`src/design/vidPkg.sv`:
```
//--------------------------------------------------
// shared definitions for the video output stage
// raster geometry, fifo sizing, start-up control
// and the packed yuyv pixel word
//--------------------------------------------------
package vidPkg;

	//--------------------------------------------------
	// line geometry in pixels, one pixel per clock
	//--------------------------------------------------
	localparam int lpHActive   = 16;
	localparam int lpHFront    = 2;
	localparam int lpHSync     = 2;
	localparam int lpHBack     = 4;
	localparam int lpHTotal    = lpHActive + lpHFront + lpHSync + lpHBack;
	// hsync window, end exclusive
	localparam int lpHSyncBeg  = lpHActive + lpHFront;
	localparam int lpHSyncEnd  = lpHSyncBeg + lpHSync;
	localparam int lpHWidth    = $clog2(lpHTotal);

	//--------------------------------------------------
	// frame geometry in lines
	//--------------------------------------------------
	localparam int lpVActive   = 4;
	localparam int lpVFront    = 1;
	localparam int lpVSync     = 1;
	localparam int lpVBack     = 2;
	localparam int lpVTotal    = lpVActive + lpVFront + lpVSync + lpVBack;
	localparam int lpVSyncBeg  = lpVActive + lpVFront;
	localparam int lpVSyncEnd  = lpVSyncBeg + lpVSync;
	localparam int lpVWidth    = $clog2(lpVTotal);

	//--------------------------------------------------
	// pixel fifo and start-up control
	//--------------------------------------------------
	localparam int lpFifoDepth  = 32;
	localparam int lpFifoAw     = $clog2(lpFifoDepth);
	// count needs one extra code for full
	localparam int lpFifoCw     = $clog2(lpFifoDepth + 1);
	// one active line, two pixels per word
	localparam int lpStartWords = 8;
	localparam int lpStartCw    = $clog2(lpStartWords + 1);
	// stages between arm and raster release
	localparam int lpRstChain   = 3;
	// fetch strobe runs ahead of de by this much
	localparam int lpFetchLead  = 2;

	// start-up fsm encodings
	localparam logic [1:0] lpStHold = 2'd0;
	localparam logic [1:0] lpStArm  = 2'd1;
	localparam logic [1:0] lpStRun  = 2'd2;

	// byte positions inside one 16-bit yuyv pixel
	localparam int lpYIdx = 0;
	localparam int lpCIdx = 1;

	// one fifo word, raw or as two pixels
	// pix[0] is the low 16 bits, pix[n][lpYIdx] the luma byte
	typedef union packed
	{
		logic [31:0]           raw;
		logic [1:0][1:0][7:0]  pix;
	} tPixelWord;

endpackage
```
`src/design/vidPostProcess.sv`:
```
//--------------------------------------------------
// video output stage top level
// start-up fsm, raster timing, pixel fifo and
// serializer on one video clock
//--------------------------------------------------
module vidPostProcess
(
	input  logic             iVCLK,
	input  logic             iVRST,
	input  vidPkg::tPixelWord i_pixelWord,
	input  logic             i_pixelVd,
	output logic             o_full,
	output logic             o_hSync,
	output logic             o_vSync,
	output logic             o_de,
	output logic [15:0]      o_data,
	output logic             o_underrun
);

	import vidPkg::*;

	logic      fifoFull;
	logic      fifoEmpty;
	logic      fifoRe;
	logic      genRst;
	logic      fetch;
	tPixelWord rdWord;

	// overflow shown only as full
	assign o_full = fifoFull;

	// holds raster until a line is buffered
	vidStartFsm uStartFsm
	(
		.iVCLK       (iVCLK),
		.iVRST       (iVRST),
		.i_pixelVd   (i_pixelVd),
		.i_fifoRe    (fifoRe),
		.i_fifoEmpty (fifoEmpty),
		.o_genRst    (genRst),
		.o_underrun  (o_underrun)
	);

	vidTimingGen uTimingGen
	(
		.iVCLK    (iVCLK),
		.iVRST    (iVRST),
		.i_genRst (genRst),
		.o_hSync  (o_hSync),
		.o_vSync  (o_vSync),
		.o_de     (o_de),
		.o_fetch  (fetch)
	);

	// word buffer between capture and raster
	vidPixelFifo uPixelFifo
	(
		.iVCLK   (iVCLK),
		.iVRST   (iVRST),
		.i_we    (i_pixelVd),
		.i_wd    (i_pixelWord),
		.i_re    (fifoRe),
		.o_rd    (rdWord),
		.o_full  (fifoFull),
		.o_empty (fifoEmpty)
	);

	vidPixelSerializer uPixelSerializer
	(
		.iVCLK   (iVCLK),
		.iVRST   (iVRST),
		.i_fetch (fetch),
		.i_rd    (rdWord),
		.o_re    (fifoRe),
		.o_data  (o_data)
	);

endmodule

```
`src/design/vidPixelSerializer.sv`:
```
//--------------------------------------------------
// word to pixel serializer
// one fifo read per pixel pair, luma and chroma
// bytes swapped for the hdmi transmitter
//--------------------------------------------------
module vidPixelSerializer
(
	input  logic             iVCLK,
	input  logic             iVRST,
	input  logic             i_fetch,
	input  vidPkg::tPixelWord i_rd,
	output logic             o_re,
	output logic [15:0]      o_data
);

	import vidPkg::*;

	logic             phase;
	logic             rdVd;
	logic             hiPend;
	logic [1:0][7:0]  holdPix;

	// luma to the high byte, chroma to the low byte
	function automatic logic [15:0] fSwap(input logic [1:0][7:0] p);
		return {p[lpYIdx], p[lpCIdx]};
	endfunction

	// read on even pixels of the fetch window
	assign o_re = i_fetch & ~phase;

	//--------------------------------------------------
	// phase and read tracking
	//--------------------------------------------------
	always_ff @(posedge iVCLK)
	begin
		if (iVRST)
		begin
			phase  <= 1'b0;
			rdVd   <= 1'b0;
			hiPend <= 1'b0;
		end
		else
		begin
			phase  <= i_fetch ? ~phase : 1'b0;
			// fifo data is valid one cycle after the read
			rdVd   <= o_re;
			hiPend <= rdVd;
		end
	end

	// second pixel waits one cycle
	always_ff @(posedge iVCLK)
	begin
		if (rdVd)
			holdPix <= i_rd.pix[1];
	end

	//--------------------------------------------------
	// pixel output, lines up with de
	//--------------------------------------------------
	always_ff @(posedge iVCLK)
	begin
		if (iVRST)
			o_data <= '0;
		else if (rdVd)
			o_data <= fSwap(i_rd.pix[0]);
		else if (hiPend)
			o_data <= fSwap(holdPix);
		else
			o_data <= '0;
	end

endmodule

```
`src/design/vidPixelFifo.sv`:
```
//--------------------------------------------------
// single clock pixel word fifo
// circular buffer with fill count, drops writes
// when full, registered read data
//--------------------------------------------------
module vidPixelFifo
(
	input  logic             iVCLK,
	input  logic             iVRST,
	input  logic             i_we,
	input  vidPkg::tPixelWord i_wd,
	input  logic             i_re,
	output vidPkg::tPixelWord o_rd,
	output logic             o_full,
	output logic             o_empty
);

	import vidPkg::*;

	tPixelWord             mem [lpFifoDepth];
	logic [lpFifoAw-1:0]   wrPtr;
	logic [lpFifoAw-1:0]   rdPtr;
	logic [lpFifoCw-1:0]   fillCnt;
	logic                  wrOk;
	logic                  rdOk;

	// flags from the fill count
	assign o_full  = (fillCnt == lpFifoCw'(lpFifoDepth));
	assign o_empty = (fillCnt == '0);

	// accepted transfers only
	assign wrOk = i_we & ~o_full;
	assign rdOk = i_re & ~o_empty;

	//--------------------------------------------------
	// storage and read port
	//--------------------------------------------------
	always_ff @(posedge iVCLK)
	begin
		if (wrOk)
			mem[wrPtr] <= i_wd;
		// empty read leaves the last word on o_rd
		if (rdOk)
			o_rd <= mem[rdPtr];
	end

	//--------------------------------------------------
	// pointers and fill count
	//--------------------------------------------------
	always_ff @(posedge iVCLK)
	begin
		if (iVRST)
		begin
			wrPtr   <= '0;
			rdPtr   <= '0;
			fillCnt <= '0;
		end
		else
		begin
			// depth is a power of two, pointers wrap freely
			if (wrOk)
				wrPtr <= wrPtr + 1'b1;
			if (rdOk)
				rdPtr <= rdPtr + 1'b1;
			case ({wrOk, rdOk})
				2'b10:   fillCnt <= fillCnt + 1'b1;
				2'b01:   fillCnt <= fillCnt - 1'b1;
				default: fillCnt <= fillCnt;
			endcase
		end
	end

endmodule

```
`src/design/vidTimingGen.sv`:
```
//--------------------------------------------------
// raster timing generator
// horizontal and vertical counters, sync and de
// regions, early fetch strobe and the output
// pipeline that puts de behind the fetch
//--------------------------------------------------
module vidTimingGen
(
	input  logic iVCLK,
	input  logic iVRST,
	input  logic i_genRst,
	output logic o_hSync,
	output logic o_vSync,
	output logic o_de,
	output logic o_fetch
);

	import vidPkg::*;

	logic                  genClr;
	logic [lpHWidth-1:0]   hCnt;
	logic [lpVWidth-1:0]   vCnt;
	logic                  hEnd;
	logic                  vEnd;
	logic                  actReg;
	logic                  hsReg;
	logic                  vsReg;
	logic [lpFetchLead-1:0] dePipe;
	logic [lpFetchLead-1:0] hsPipe;
	logic [lpFetchLead-1:0] vsPipe;

	// either reset keeps the raster parked at origin
	assign genClr = iVRST | i_genRst;

	assign hEnd = (hCnt == lpHWidth'(lpHTotal - 1));
	assign vEnd = (vCnt == lpVWidth'(lpVTotal - 1));

	//--------------------------------------------------
	// counters
	//--------------------------------------------------
	always_ff @(posedge iVCLK)
	begin
		if (genClr)
		begin
			hCnt <= '0;
			vCnt <= '0;
		end
		else
		begin
			// pixel counter, wraps at line total
			hCnt <= hEnd ? '0 : hCnt + 1'b1;
			// line counter steps at end of each line
			if (hEnd)
				vCnt <= vEnd ? '0 : vCnt + 1'b1;
		end
	end

	//--------------------------------------------------
	// region decode, first register stage
	//--------------------------------------------------
	always_ff @(posedge iVCLK)
	begin
		if (genClr)
		begin
			actReg <= 1'b0;
			hsReg  <= 1'b0;
			vsReg  <= 1'b0;
		end
		else
		begin
			// active order: active, front, sync, back
			actReg <= (hCnt < lpHWidth'(lpHActive)) && (vCnt < lpVWidth'(lpVActive));
			hsReg  <= (hCnt >= lpHWidth'(lpHSyncBeg)) && (hCnt < lpHWidth'(lpHSyncEnd));
			// vcnt moves only at line start, so vsync does too
			vsReg  <= (vCnt >= lpVWidth'(lpVSyncBeg)) && (vCnt < lpVWidth'(lpVSyncEnd));
		end
	end

	// fetch straight from the region register
	assign o_fetch = actReg;

	//--------------------------------------------------
	// delay pipeline, de trails fetch by lpFetchLead
	//--------------------------------------------------
	always_ff @(posedge iVCLK)
	begin
		if (genClr)
		begin
			dePipe <= '0;
			hsPipe <= '0;
			vsPipe <= '0;
		end
		else
		begin
			dePipe <= {dePipe[lpFetchLead-2:0], actReg};
			hsPipe <= {hsPipe[lpFetchLead-2:0], hsReg};
			vsPipe <= {vsPipe[lpFetchLead-2:0], vsReg};
		end
	end

	// pipeline tails
	assign o_de    = dePipe[lpFetchLead-1];
	assign o_hSync = hsPipe[lpFetchLead-1];
	assign o_vSync = vsPipe[lpFetchLead-1];

endmodule

```
`src/design/vidStartFsm.sv`:
```
//--------------------------------------------------
// start-up control for the raster generator
// holds the raster until a line of words is
// buffered, then releases it through a short
// reset chain; latches fifo underrun
//--------------------------------------------------
module vidStartFsm
(
	input  logic iVCLK,
	input  logic iVRST,
	input  logic i_pixelVd,
	input  logic i_fifoRe,
	input  logic i_fifoEmpty,
	output logic o_genRst,
	output logic o_underrun
);

	import vidPkg::*;

	logic [1:0]            state;
	logic [lpStartCw-1:0]  wordCnt;
	logic [lpRstChain-1:0] rstChain;

	//--------------------------------------------------
	// state and word count
	//--------------------------------------------------
	always_ff @(posedge iVCLK)
	begin
		if (iVRST)
		begin
			state    <= lpStHold;
			wordCnt  <= '0;
			rstChain <= '1;
		end
		else
		begin
			case (state)
				lpStHold:
				begin
					// count strobes, arm on the last one
					if (i_pixelVd)
					begin
						wordCnt <= wordCnt + 1'b1;
						if (wordCnt == lpStartCw'(lpStartWords - 1))
							state <= lpStArm;
					end
				end
				lpStArm:
				begin
					// shift zeros in, run once the chain is clear
					rstChain <= {rstChain[lpRstChain-2:0], 1'b0};
					if (rstChain[lpRstChain-2:0] == '0)
						state <= lpStRun;
				end
				default:
				begin
					// run, nothing left to do until next reset
					state <= lpStRun;
				end
			endcase
		end
	end

	// raster reset from the chain tail
	assign o_genRst = rstChain[lpRstChain-1];

	//--------------------------------------------------
	// sticky underrun flag
	//--------------------------------------------------
	always_ff @(posedge iVCLK)
	begin
		if (iVRST)
			o_underrun <= 1'b0;
		else if ((state == lpStRun) && i_fifoRe && i_fifoEmpty)
			o_underrun <= 1'b1;
	end

endmodule

```
`config.mk`:
```
export PLATFORM = sky130hd
export DESIGN_NAME = vidPostProcess
export DESIGN_NICKNAME = d
export VERILOG_FILES = /design/src/design/vidPkg.sv /design/src/design/vidPostProcess.sv /design/src/design/vidPixelSerializer.sv /design/src/design/vidPixelFifo.sv /design/src/design/vidTimingGen.sv /design/src/design/vidStartFsm.sv
export SDC_FILE = /design/constraint.sdc
export NUM_CORES = 1
export LEC_CHECK = 0
export BUFFER_PORTS_ARGS = -buffer_cell sky130_fd_sc_hd__buf_2
export CORE_MARGIN = 10
export CORE_UTILIZATION = 25
export CTS_BUF_LIST = sky130_fd_sc_hd__clkbuf_16
export DETAILED_ROUTE_END_ITERATION = 6
export PLACE_DENSITY_LB_ADDON = 0.3
export SYNTH_ARGS = -nofsm -noshare
export SYNTH_HDL_FRONTEND = slang
export SYNTH_SLANG_ARGS = --single-unit
```
`constraint.sdc`:
```
create_clock -name iVCLK -period 4.43 [get_ports iVCLK]
set_clock_uncertainty 0.15 [all_clocks]
set_input_delay 0.886 -clock iVCLK [delete_from_list [all_inputs] [get_ports iVCLK]]
set_output_delay 0.886 -clock iVCLK [all_outputs]
set_load 0.05 [all_outputs]
```
======== Yosys cells after proc, flatten, opt, wreduce, memory -nomap -nowiden ========
Memory sizes are Yosys's and may differ from the RTL's. A register that Yosys moved wholly into a read port is not among the register bits.
Cells that the tools add are included.
cells by class
  equal/unequal tests ..................... 11
  reductions and logical operators ........ 13
  order comparisons ....................... 6
  $add $sub $neg .......................... 7
  muxes and demuxes ....................... 10
  bitwise operators ....................... 8
operator list
  kind                                                                      number
  16-bit two-way mux                                                        2
  5-bit by 1-bit adder with 5-bit output (second input constant)            3
  6-bit case mux with 2 select lines                                        1
  5-bit less-than comparator (second input constant)                        2
  6-bit by 1-bit adder with 6-bit output (second input constant)            1
  6-bit equality test (second input constant)                               1
  6-bit logical NOT                                                         1
  3-bit less-than comparator (second input constant)                        2
  2-bit two-way mux                                                         3
  6-bit by 1-bit subtractor with 6-bit output (second input constant)       1
  5-bit equality test (second input constant)                               1
  5-bit >= comparator (second input constant)                               1
  1-bit logical AND                                                         5
  4-bit by 1-bit adder with 4-bit output (second input constant)            1
  2-bit by 1-bit equality test with 1-bit output (second input constant)    2
  2-bit equality test (second input constant)                               2
  4-bit by 3-bit equality test with 1-bit output (second input constant)    1
  2-bit logical NOT                                                         2
  2-bit by 1-bit inequality test with 1-bit output (second input constant)  2
  1-bit inverter                                                            4
  2-bit case mux with 2 select lines                                        1
  2-bit OR reduction                                                        2
  3-bit by 1-bit adder with 3-bit output (second input constant)            1
  1-bit AND                                                                 3
  9 further kinds                                                           10
word-level totals
  memories ................................ 1
  register bits ........................... 78
  word-level logic and storage cells ...... 77
  bits of input ports ..................... 35
  bits in writable memories ............... 1024
memory list
  memory          words  width  rd ports  clocked after Yosys merged registers in  wr ports  RTL line            source
  uPixelFifo.mem  32     32     1         1                                        1         vidPixelFifo.sv:20  tPixelWord mem [lpFifoDepth];

======== Depth between registers and ports, before layout ========
Gate-level depths: netlist (run 1).
  depth in word-level cells ............... 5
  gate-level depth with buffers ........... 13
  mapped depth without buffers ............ 10

======== Hierarchy ========
Synthesis (run 1) repeated with hierarchy kept, for this count alone.
unflattened totals
  cell total of the unflattened synthesis .. 2056
  area total of the unflattened synthesis .. 42912.4 um2
by module, submodules not included
  module              times used  sequential area each (um2)  area an instance (um2)  cells each
  vidPixelFifo        1           32030.7                     40684.0                 1860
  vidPixelSerializer  1           860.8                       1204.9                  94
  vidTimingGen        1           340.3                       615.6                   59
  vidStartFsm         1           200.2                       407.9                   43

======== Least setup slack after synthesis (run 1) ========
OpenSTA, ideal clock, no wires.
  path type ............................... register to register
  from .................................... register uPixelFifo.fillCnt[2]
  to ...................................... register uPixelFifo.fillCnt[4]
  required time ........................... 4157 ps
  path buffers ............................ 3
  stages on the path, launching flop included .. 14
  arrival time ............................ 3602 ps
  slack ................................... 555 ps
  cell sequence ........................... dfxtp_1 clkbuf_1 or4_1 buf_2 o31ai_2 inv_1 ha_1 clkbuf_1 xor2_1 ha_1 a21oi_1 a32oi_1 a31oi_1 mux2_1
on the way
  word-level cells in the longest chain between the ends .. 5
ends and longest elaborated chain
  item                                                                                          RTL line            source
  from (decl)                                                                                   vidPixelFifo.sv:23  logic [lpFifoCw-1:0] fillCnt;
  from (signal assigned)                                                                        vidPixelFifo.sv:66  2'b10: fillCnt <= fillCnt + 1'b1;
  from (signal assigned)                                                                        vidPixelFifo.sv:67  2'b01: fillCnt <= fillCnt - 1'b1;
  from (signal assigned)                                                                        vidPixelFifo.sv:68  default: fillCnt <= fillCnt;
  6-bit logical NOT (*)                                                                         vidPixelFifo.sv:29  assign o_empty = (fillCnt == '0);
  1-bit inverter (*)                                                                            vidPixelFifo.sv:33  assign rdOk = i_re & ~o_empty;
  1-bit AND (*)                                                                                 vidPixelFifo.sv:33
  via uPixelFifo.rdOk                                                                           vidPixelFifo.sv:25  logic rdOk;
  2-bit by 1-bit equality test with 1-bit output / 2-bit equality test (equally long branches)  vidPixelFifo.sv:65  case ({wrOk, rdOk})
  6-bit case mux with 2 select lines / 2-bit nonzero test (equally long branches)               --
Mark *: on every way through the listed nets, which the timed path passes. The rest lies on a longest branch.
A chain may end at the register's enable or synchronous reset.

======== Worst setup path after layout (run 1) ========
  from .................................... register uPixelFifo.fillCnt[1]
  to ...................................... register uPixelFifo.fillCnt[5]
The elaborated chain is that of the path after synthesis.

==> run metrics, run 1 <==
largest net degree at the start of global routing 66; power share of the combinational group around 1.7%; internal power approximately 17 mW; DP Area 47000 um2; CTS Buf Count between 100 and 150; DRT Pass-1 Iters 5; dpl hpwl 66700 um; FFs w/ async S/R, synth 0%; #FFs+latches synth 1134; critical path capture point type flip-flop; Die Ht between 400 and 500 um; fillers 16900; Clock Path Buffers 3; Die X-Extent about 440 um; Top delay family on crit path simple AND/OR/NAND/NOR gates; most frequent cell after synthesis edfxtp_1; initial drt markers 2201; Pleak 15.6 nW; layout cells sized above 1 between 20 and 30%; Yosys top cell by area edfxtp_1; # Post-CTS Setup Buffers 0; fin area 50700 um2; CTS root buffer clkbuf_16; Avg Cell Area, Syn 19.4 um2; CP peak stage delay 0.73 ns; RSZ-0062 raised after global routing false; syn_nets 2277; top_reg_cell synth edfxtp_1; drt drc 0; area fraction of the dominant cell type after synthesis 74.4%; YS warnings 0; Hold Crit Class reg -> reg; wire per inst 23.5 um; ANT nets after route 0; Worst-path clk slew 0.06 ns; # resized after CTS 0; area delta synth->final 17.3%; hold_buf cts 0; Psw about 4.6 mW; die area 190000 um2; Worst setup SP type flip-flop; Worst Hold Launch uPixelFifo.o_rd[18]$_DFFE_PP_; final total power 21.6 mW; Rows 152; H-tree depth 3; Vias roughly 21000; CTS tree yes; crit-path max FO 12; Placeable Area roughly 170000 um2; GRT Overall Usage 11.5%; Final Hold Vio Count 0; synthesized netlist cell count 2229; RePlAce Congestion 0.746; port bufs 55; WP data required between 4 and 5 ns; Reg power frac 54.7%; Seq/Total Area, Yosys 77.3%; Power Dens Cells 426 nW/um2; worst-path cell chain or4_1, o31ai_2, inv_2, ha_1, nand2b_1, or4b_2, a31oi_1, mux2_1; I/O pin total 56; Worst-Margin Slew 1.19 ns; switch share 21.2%; critical path's slowest cell or4_1; CP startpoint uPixelFifo.fillCnt[1]$_SDFFE_PP0P_; first-pass GRT wire length 161000 um; drt total wl 112000 um; outcome completed; Setup TNS 0 ns; post-synth cell types 58; IR drop worst, VDD 0.379 mV; fmax ~0.27 GHz; grt ovf 0; # nets final between 2000 and 2500; Commonest cells post-synth 1072 x edfxtp_1, 181 x mux2_2, 128 x mux4_2; Syn Std Cell Area 43300 um2; Worst slew margin 20.4%; synth top area cells edfxtp_1 74%, mux4_2 6.7%, mux2_2 4.7%; Skew-Pair Late Insertion Delay about 0.8 ns; vias in the first global route around 22000; reg2reg start uPixelFifo.fillCnt[1]$_SDFFE_PP0P_; WS Path Type reg -> reg; crit path DAT 4.08 ns; Starting Density 25.2%; crit path buf inv count 1; Final Slew Violations 0; fin crit share 82.7%; drt via density 4.46; Final setup viols 0; clk sinks roughly 1100; crit path time final approximately 3.7 ns; Post-synth EDFFs approximately 1100; max_cap viols 0; clock power share 43.6%; antenna violations before repair 11
[flip-flops by register name, summed over array words and instances, names as in the netlist]
register                  cells
uPixelFifo.fillCnt            6
uTimingGen.dePipe             2
uPixelSerializer.hiPend       1
uStartFsm.state               2
uPixelSerializer.holdPix     16
uPixelFifo.mem             1024
uTimingGen.hsPipe             2
uTimingGen.vsReg              1
uPixelSerializer.phase        1
uTimingGen.hsReg              1
uStartFsm.wordCnt             4
uPixelFifo.o_rd              32
uTimingGen.vsPipe             2
uStartFsm.rstChain            3
uTimingGen.vCnt               3
uTimingGen.o_fetch            1
uStartFsm.o_underrun          1
uPixelFifo.rdPtr              5
uPixelFifo.wrPtr              5
uTimingGen.hCnt               5
uPixelSerializer.o_data      16
uPixelSerializer.rdVd         1
[through the flow]
step | hold WS (ns) | utilization [%] | cells | setup WS, ns
3_3_place_gp | 0.253 | 27.4 | 4552 | 0.826
5_1_grt | 0.268 | 29.5 | 4771 | 0.609
4_1_cts | 0.269 | 29.5 | 4771 | 0.757
2_1_floorplan | 0.250 | - | 2229 | 0.555
6_report | 0.269 | 29.5 | 4773 | 0.767
3_5_place_dp | 0.255 | 27.4 | 4552 | 0.816
[cell families (layout without fill, tap and decap cells)]
group                    count (synthesis)  count (layout)  share of synthesized area (%)
buffers and inverters                  140             372                           1.44
XOR/XNOR                                15              15                          0.304
adder cells (fa/ha/maj)                 13              13                          0.376
AND/OR/NAND/NOR                        297             297                           3.81
multiplexers                           329             329                           11.9
AO/OA/AOI/OAI                          301             301                           4.91
other                                    0               2                              0
flip-flops                            1134            1134                           77.3
[power by group through the flow]
stage / combinational (mW) / clock [mW] / sequential, mW
after floorplan: 0.122 / 0 / 12.0
after global placement: 0.375 / 0 / 12.0
after detailed placement: 0.383 / 0 / 12.0
after CTS: 0.384 / 9.68 / 11.8
after global routing: 0.410 / 10.1 / 11.8
final: 0.373 / 9.42 / 11.8
[path summary, 6_finish.rpt]
check                                                             end  cells past startpoint  slack (ns)
worst min-delay path            uPixelSerializer.holdPix[2]$_DFFE_PP_                      0        0.27
worst min register to register  uPixelSerializer.holdPix[2]$_DFFE_PP_                      0        0.27
worst max-delay path               uPixelFifo.fillCnt[5]$_SDFFE_PP0P_                      8        0.77
worst max register to register     uPixelFifo.fillCnt[5]$_SDFFE_PP0P_                      8        0.77
[cell type report]
type,count,area (um2),share of cell area [%]
Timing Repair Buffer,142,1170,2.30
Antenna cell,2,5.00,0.00987
Sequential cell,1134,33400,65.9
Multi-Input combinational cell,955,9490,18.7
Clock inverter,101,742,1.46
Clock buffer,118,2950,5.82
Inverter,11,41.3,0.0814
Tap cell,2310,2890,5.70
[worst register-to-register path, delay by kind of cell, from the launching register on]
kind | cells | cell delay (ns)
AOI/OAI and AO/OA | 2 | 0.62
adders and majority gates | 1 | 0.36
buffers and inverters | 1 | 0.09
DFF | 1 | 0.38
muxes | 1 | 0.33
and+or+nand+nor | 3 | 1.61
[metal layers]
| layer | wire (um) | track usage (%) | vias up |
|---|---|---|---|
| met2 | 53200 | 18.4 | 524 |
| met4 | 2680 | 3.09 | 6 |
| met5 | 46 | 0 | - |
| met3 | 6090 | 2.45 | 148 |
| li1 | - | - | 9375 |
| met1 | 50200 | 15.7 | 11300 |
[cell usage in the layout, fill, tap and decap left out, types with 7 or more instances in the layout]
cell type and count:
edfxtp_1 1072, mux2_2 181, mux4_2 128, clkbuf_16 118
a22o_1 80, nor3_1 69, nor2b_1 68, buf_4 68
o21ai_0 66, a211oi_1 64, o22ai_1 64, dfxtp_1 60
buf_2 55, clkinv_1 35, or4_1 33, nor2_4 33
nor2_1 33, inv_1 31, clkinv_2 25, buf_12 19
mux2_1 13, ha_1 13, nand2_1 12, xor2_1 11
a21oi_1 9, mux2i_1 7
Note: power is estimated with default switching activity, not from simulation.
==> run 2, diff against run 1 <==
clock period = 3.2 ns   (was 4.43 ns; I/O delays follow)
==> run metrics, run 2 (synthesis results as in run 1) <==
outcome completed; fmax 0.331 GHz; Final setup viols 0; commonest non-fill, non-tap cell in the layout edfxtp_1; Starting Density 25.2%; crit-path max FO 6; Place WS 0.153 ns; drt total wl 114000 um; fin crit share between 90% and 100%; placed cell count 4590; Worst-path clk slew 0.06 ns; H-tree depth 3; Clock Path Buffers 3; final core utilization 29.9%; Placeable Area 172000 um2; grt ovf 0; Worst-Margin Slew roughly 1.1 ns; initial drt markers between 1500 and 2000; WS Path Type reg -> reg; antenna violations before repair 15; IR drop worst, VDD 0.453 mV; RePlAce Congestion 0.721; Die X-Extent ~440 um; # Post-CTS Setup Buffers 0; Skew-Pair Late Insertion Delay around 0.72 ns; Power Dens Cells 581 nW/um2; crit path time final 3.02 ns; final total power between 20 and 30 mW; die area approximately 190000 um2; Vias between 20000 and 25000; drt drc 0; crit path DAT between 3 and 4 ns; RSZ-0062 raised after global routing false; Worst slew margin ~24%; GRT Overall Usage 11.7%; max reg flops 1024; Worst Hold Path Cells 2; worst-case reg-to-reg path depth 10; Finished Layout Cells 4811; Biggest register uPixelFifo.mem; CTS tree yes; area delta synth->final 18.9%; Die Ht 436 um; port bufs 55; largest net degree at the start of global routing 55; critical path capture point type flip-flop; first-pass GRT wire length 164000 um; max_cap viols 0; I/O pin total 56; Rows 152; drt via density 4.45; highest-count cells in the layout ignoring fill and taps 1072 x edfxtp_1, 181 x mux2_2, 128 x mux4_2; Top Registers uPixelFifo.mem x1024, uPixelFifo.o_rd x32; CTS Buf Count 119; Final Hold Vio Count 0; dpl hpwl 66200 um; wire per inst 23.7 um; # nets final 2449; hold_buf cts 0; vias in the first global route 22000; DRT Pass-1 Iters 5; Final WS setup 0.181 ns; Worst setup SP type flip-flop; # resized after CTS 0; WP data required 3.65 ns; clk sinks 1134; CTS root buffer clkbuf_16; Hold Crit Class in -> reg; layout cells sized above 1 around 28%; Final Slew Violations 0; Pleak roughly 16 nW; ANT nets after route 0
[run 2: cell types whose count changed in the layout (fill, tap and decap cells not counted), sizes merged]
| cell | before | now |
|---|---|---|
| buf | 142 | 180 |
| clkinv | 67 | 62 |
| clkbuf | 118 | 121 |
| bufinv | 5 | 7 |
| clkinvlp | 3 | 2 |
| inv | 37 | 38 |
[run 2: layout make-up]
type / count / area, um2
Tap cell: 2310 / 2890
Sequential cell: 1134 / 33400
Timing Repair Buffer: 180 / 1860
Fill cell: 16800 / 120000
Inverter: 11 / 45.0
Antenna cell: 2 / 5.00
Clock inverter: 98 / 629
Clock buffer: 121 / 3030
Multi-Input combinational cell: 955 / 9540
[run 2: path summary, 6_finish.rpt]
| path | slack [ns] | startpoint | endpoint |
|---|---|---|---|
| worst max-delay path | 0.18 | uPixelFifo.fillCnt[4]$_SDFFE_PP0P_ | uPixelFifo.fillCnt[4]$_SDFFE_PP0P_ |
| worst min-delay path | 0.14 | iVRST | uPixelFifo.wrPtr[0]$_SDFFE_PP0P_ |
| worst max register to register | 0.18 | uPixelFifo.fillCnt[4]$_SDFFE_PP0P_ | uPixelFifo.fillCnt[4]$_SDFFE_PP0P_ |
| worst min register to register | 0.27 | uPixelFifo.o_rd[27]$_DFFE_PP_ | uPixelSerializer.holdPix[11]$_DFFE_PP_ |
[run 2: worst max-delay path: stages (launching register included)]
cell	delay, ns
dfxtp_1	0.31
or4_4	0.60
o31ai_4	0.33
clkinvlp_4	0.18
ha_4	0.20
xor2_1	0.14
ha_1	0.18
a21oi_2	0.16
a32oi_1	0.13
a31oi_1	0.18
mux2_1	0.34
[run 2: per-stage QoR]
stage	hold slack, ns	setup TNS [ns]	area, um2
2_1_floorplan	0.250	-1.49	43400
3_3_place_gp	0.252	0	47800
3_5_place_dp	0.256	0	47800
4_1_cts	0.0858	0	51400
5_1_grt	0.137	0	51400
6_report	0.140	0	51400
[run 2: power by group]
group	total (mW)	internal, mW	switching (mW)
Sequential	16.3	16.3	0.0220
Combinational	0.524	0.135	0.389
Clock	13.0	7.36	5.67
[run 2: routing by layer]
| layer | vias to the layer above | GRT usage, % | part of all wire [%] |
|---|---|---|---|
| met5 | - | 0 | 0.055 |
| met3 | 152 | 1.95 | 4.4 |
| met2 | 482 | 19.4 | 48 |
| met4 | 8 | 3.50 | 2.5 |
| met1 | 11300 | 15.6 | 45 |
| li1 | 9455 | - | - |
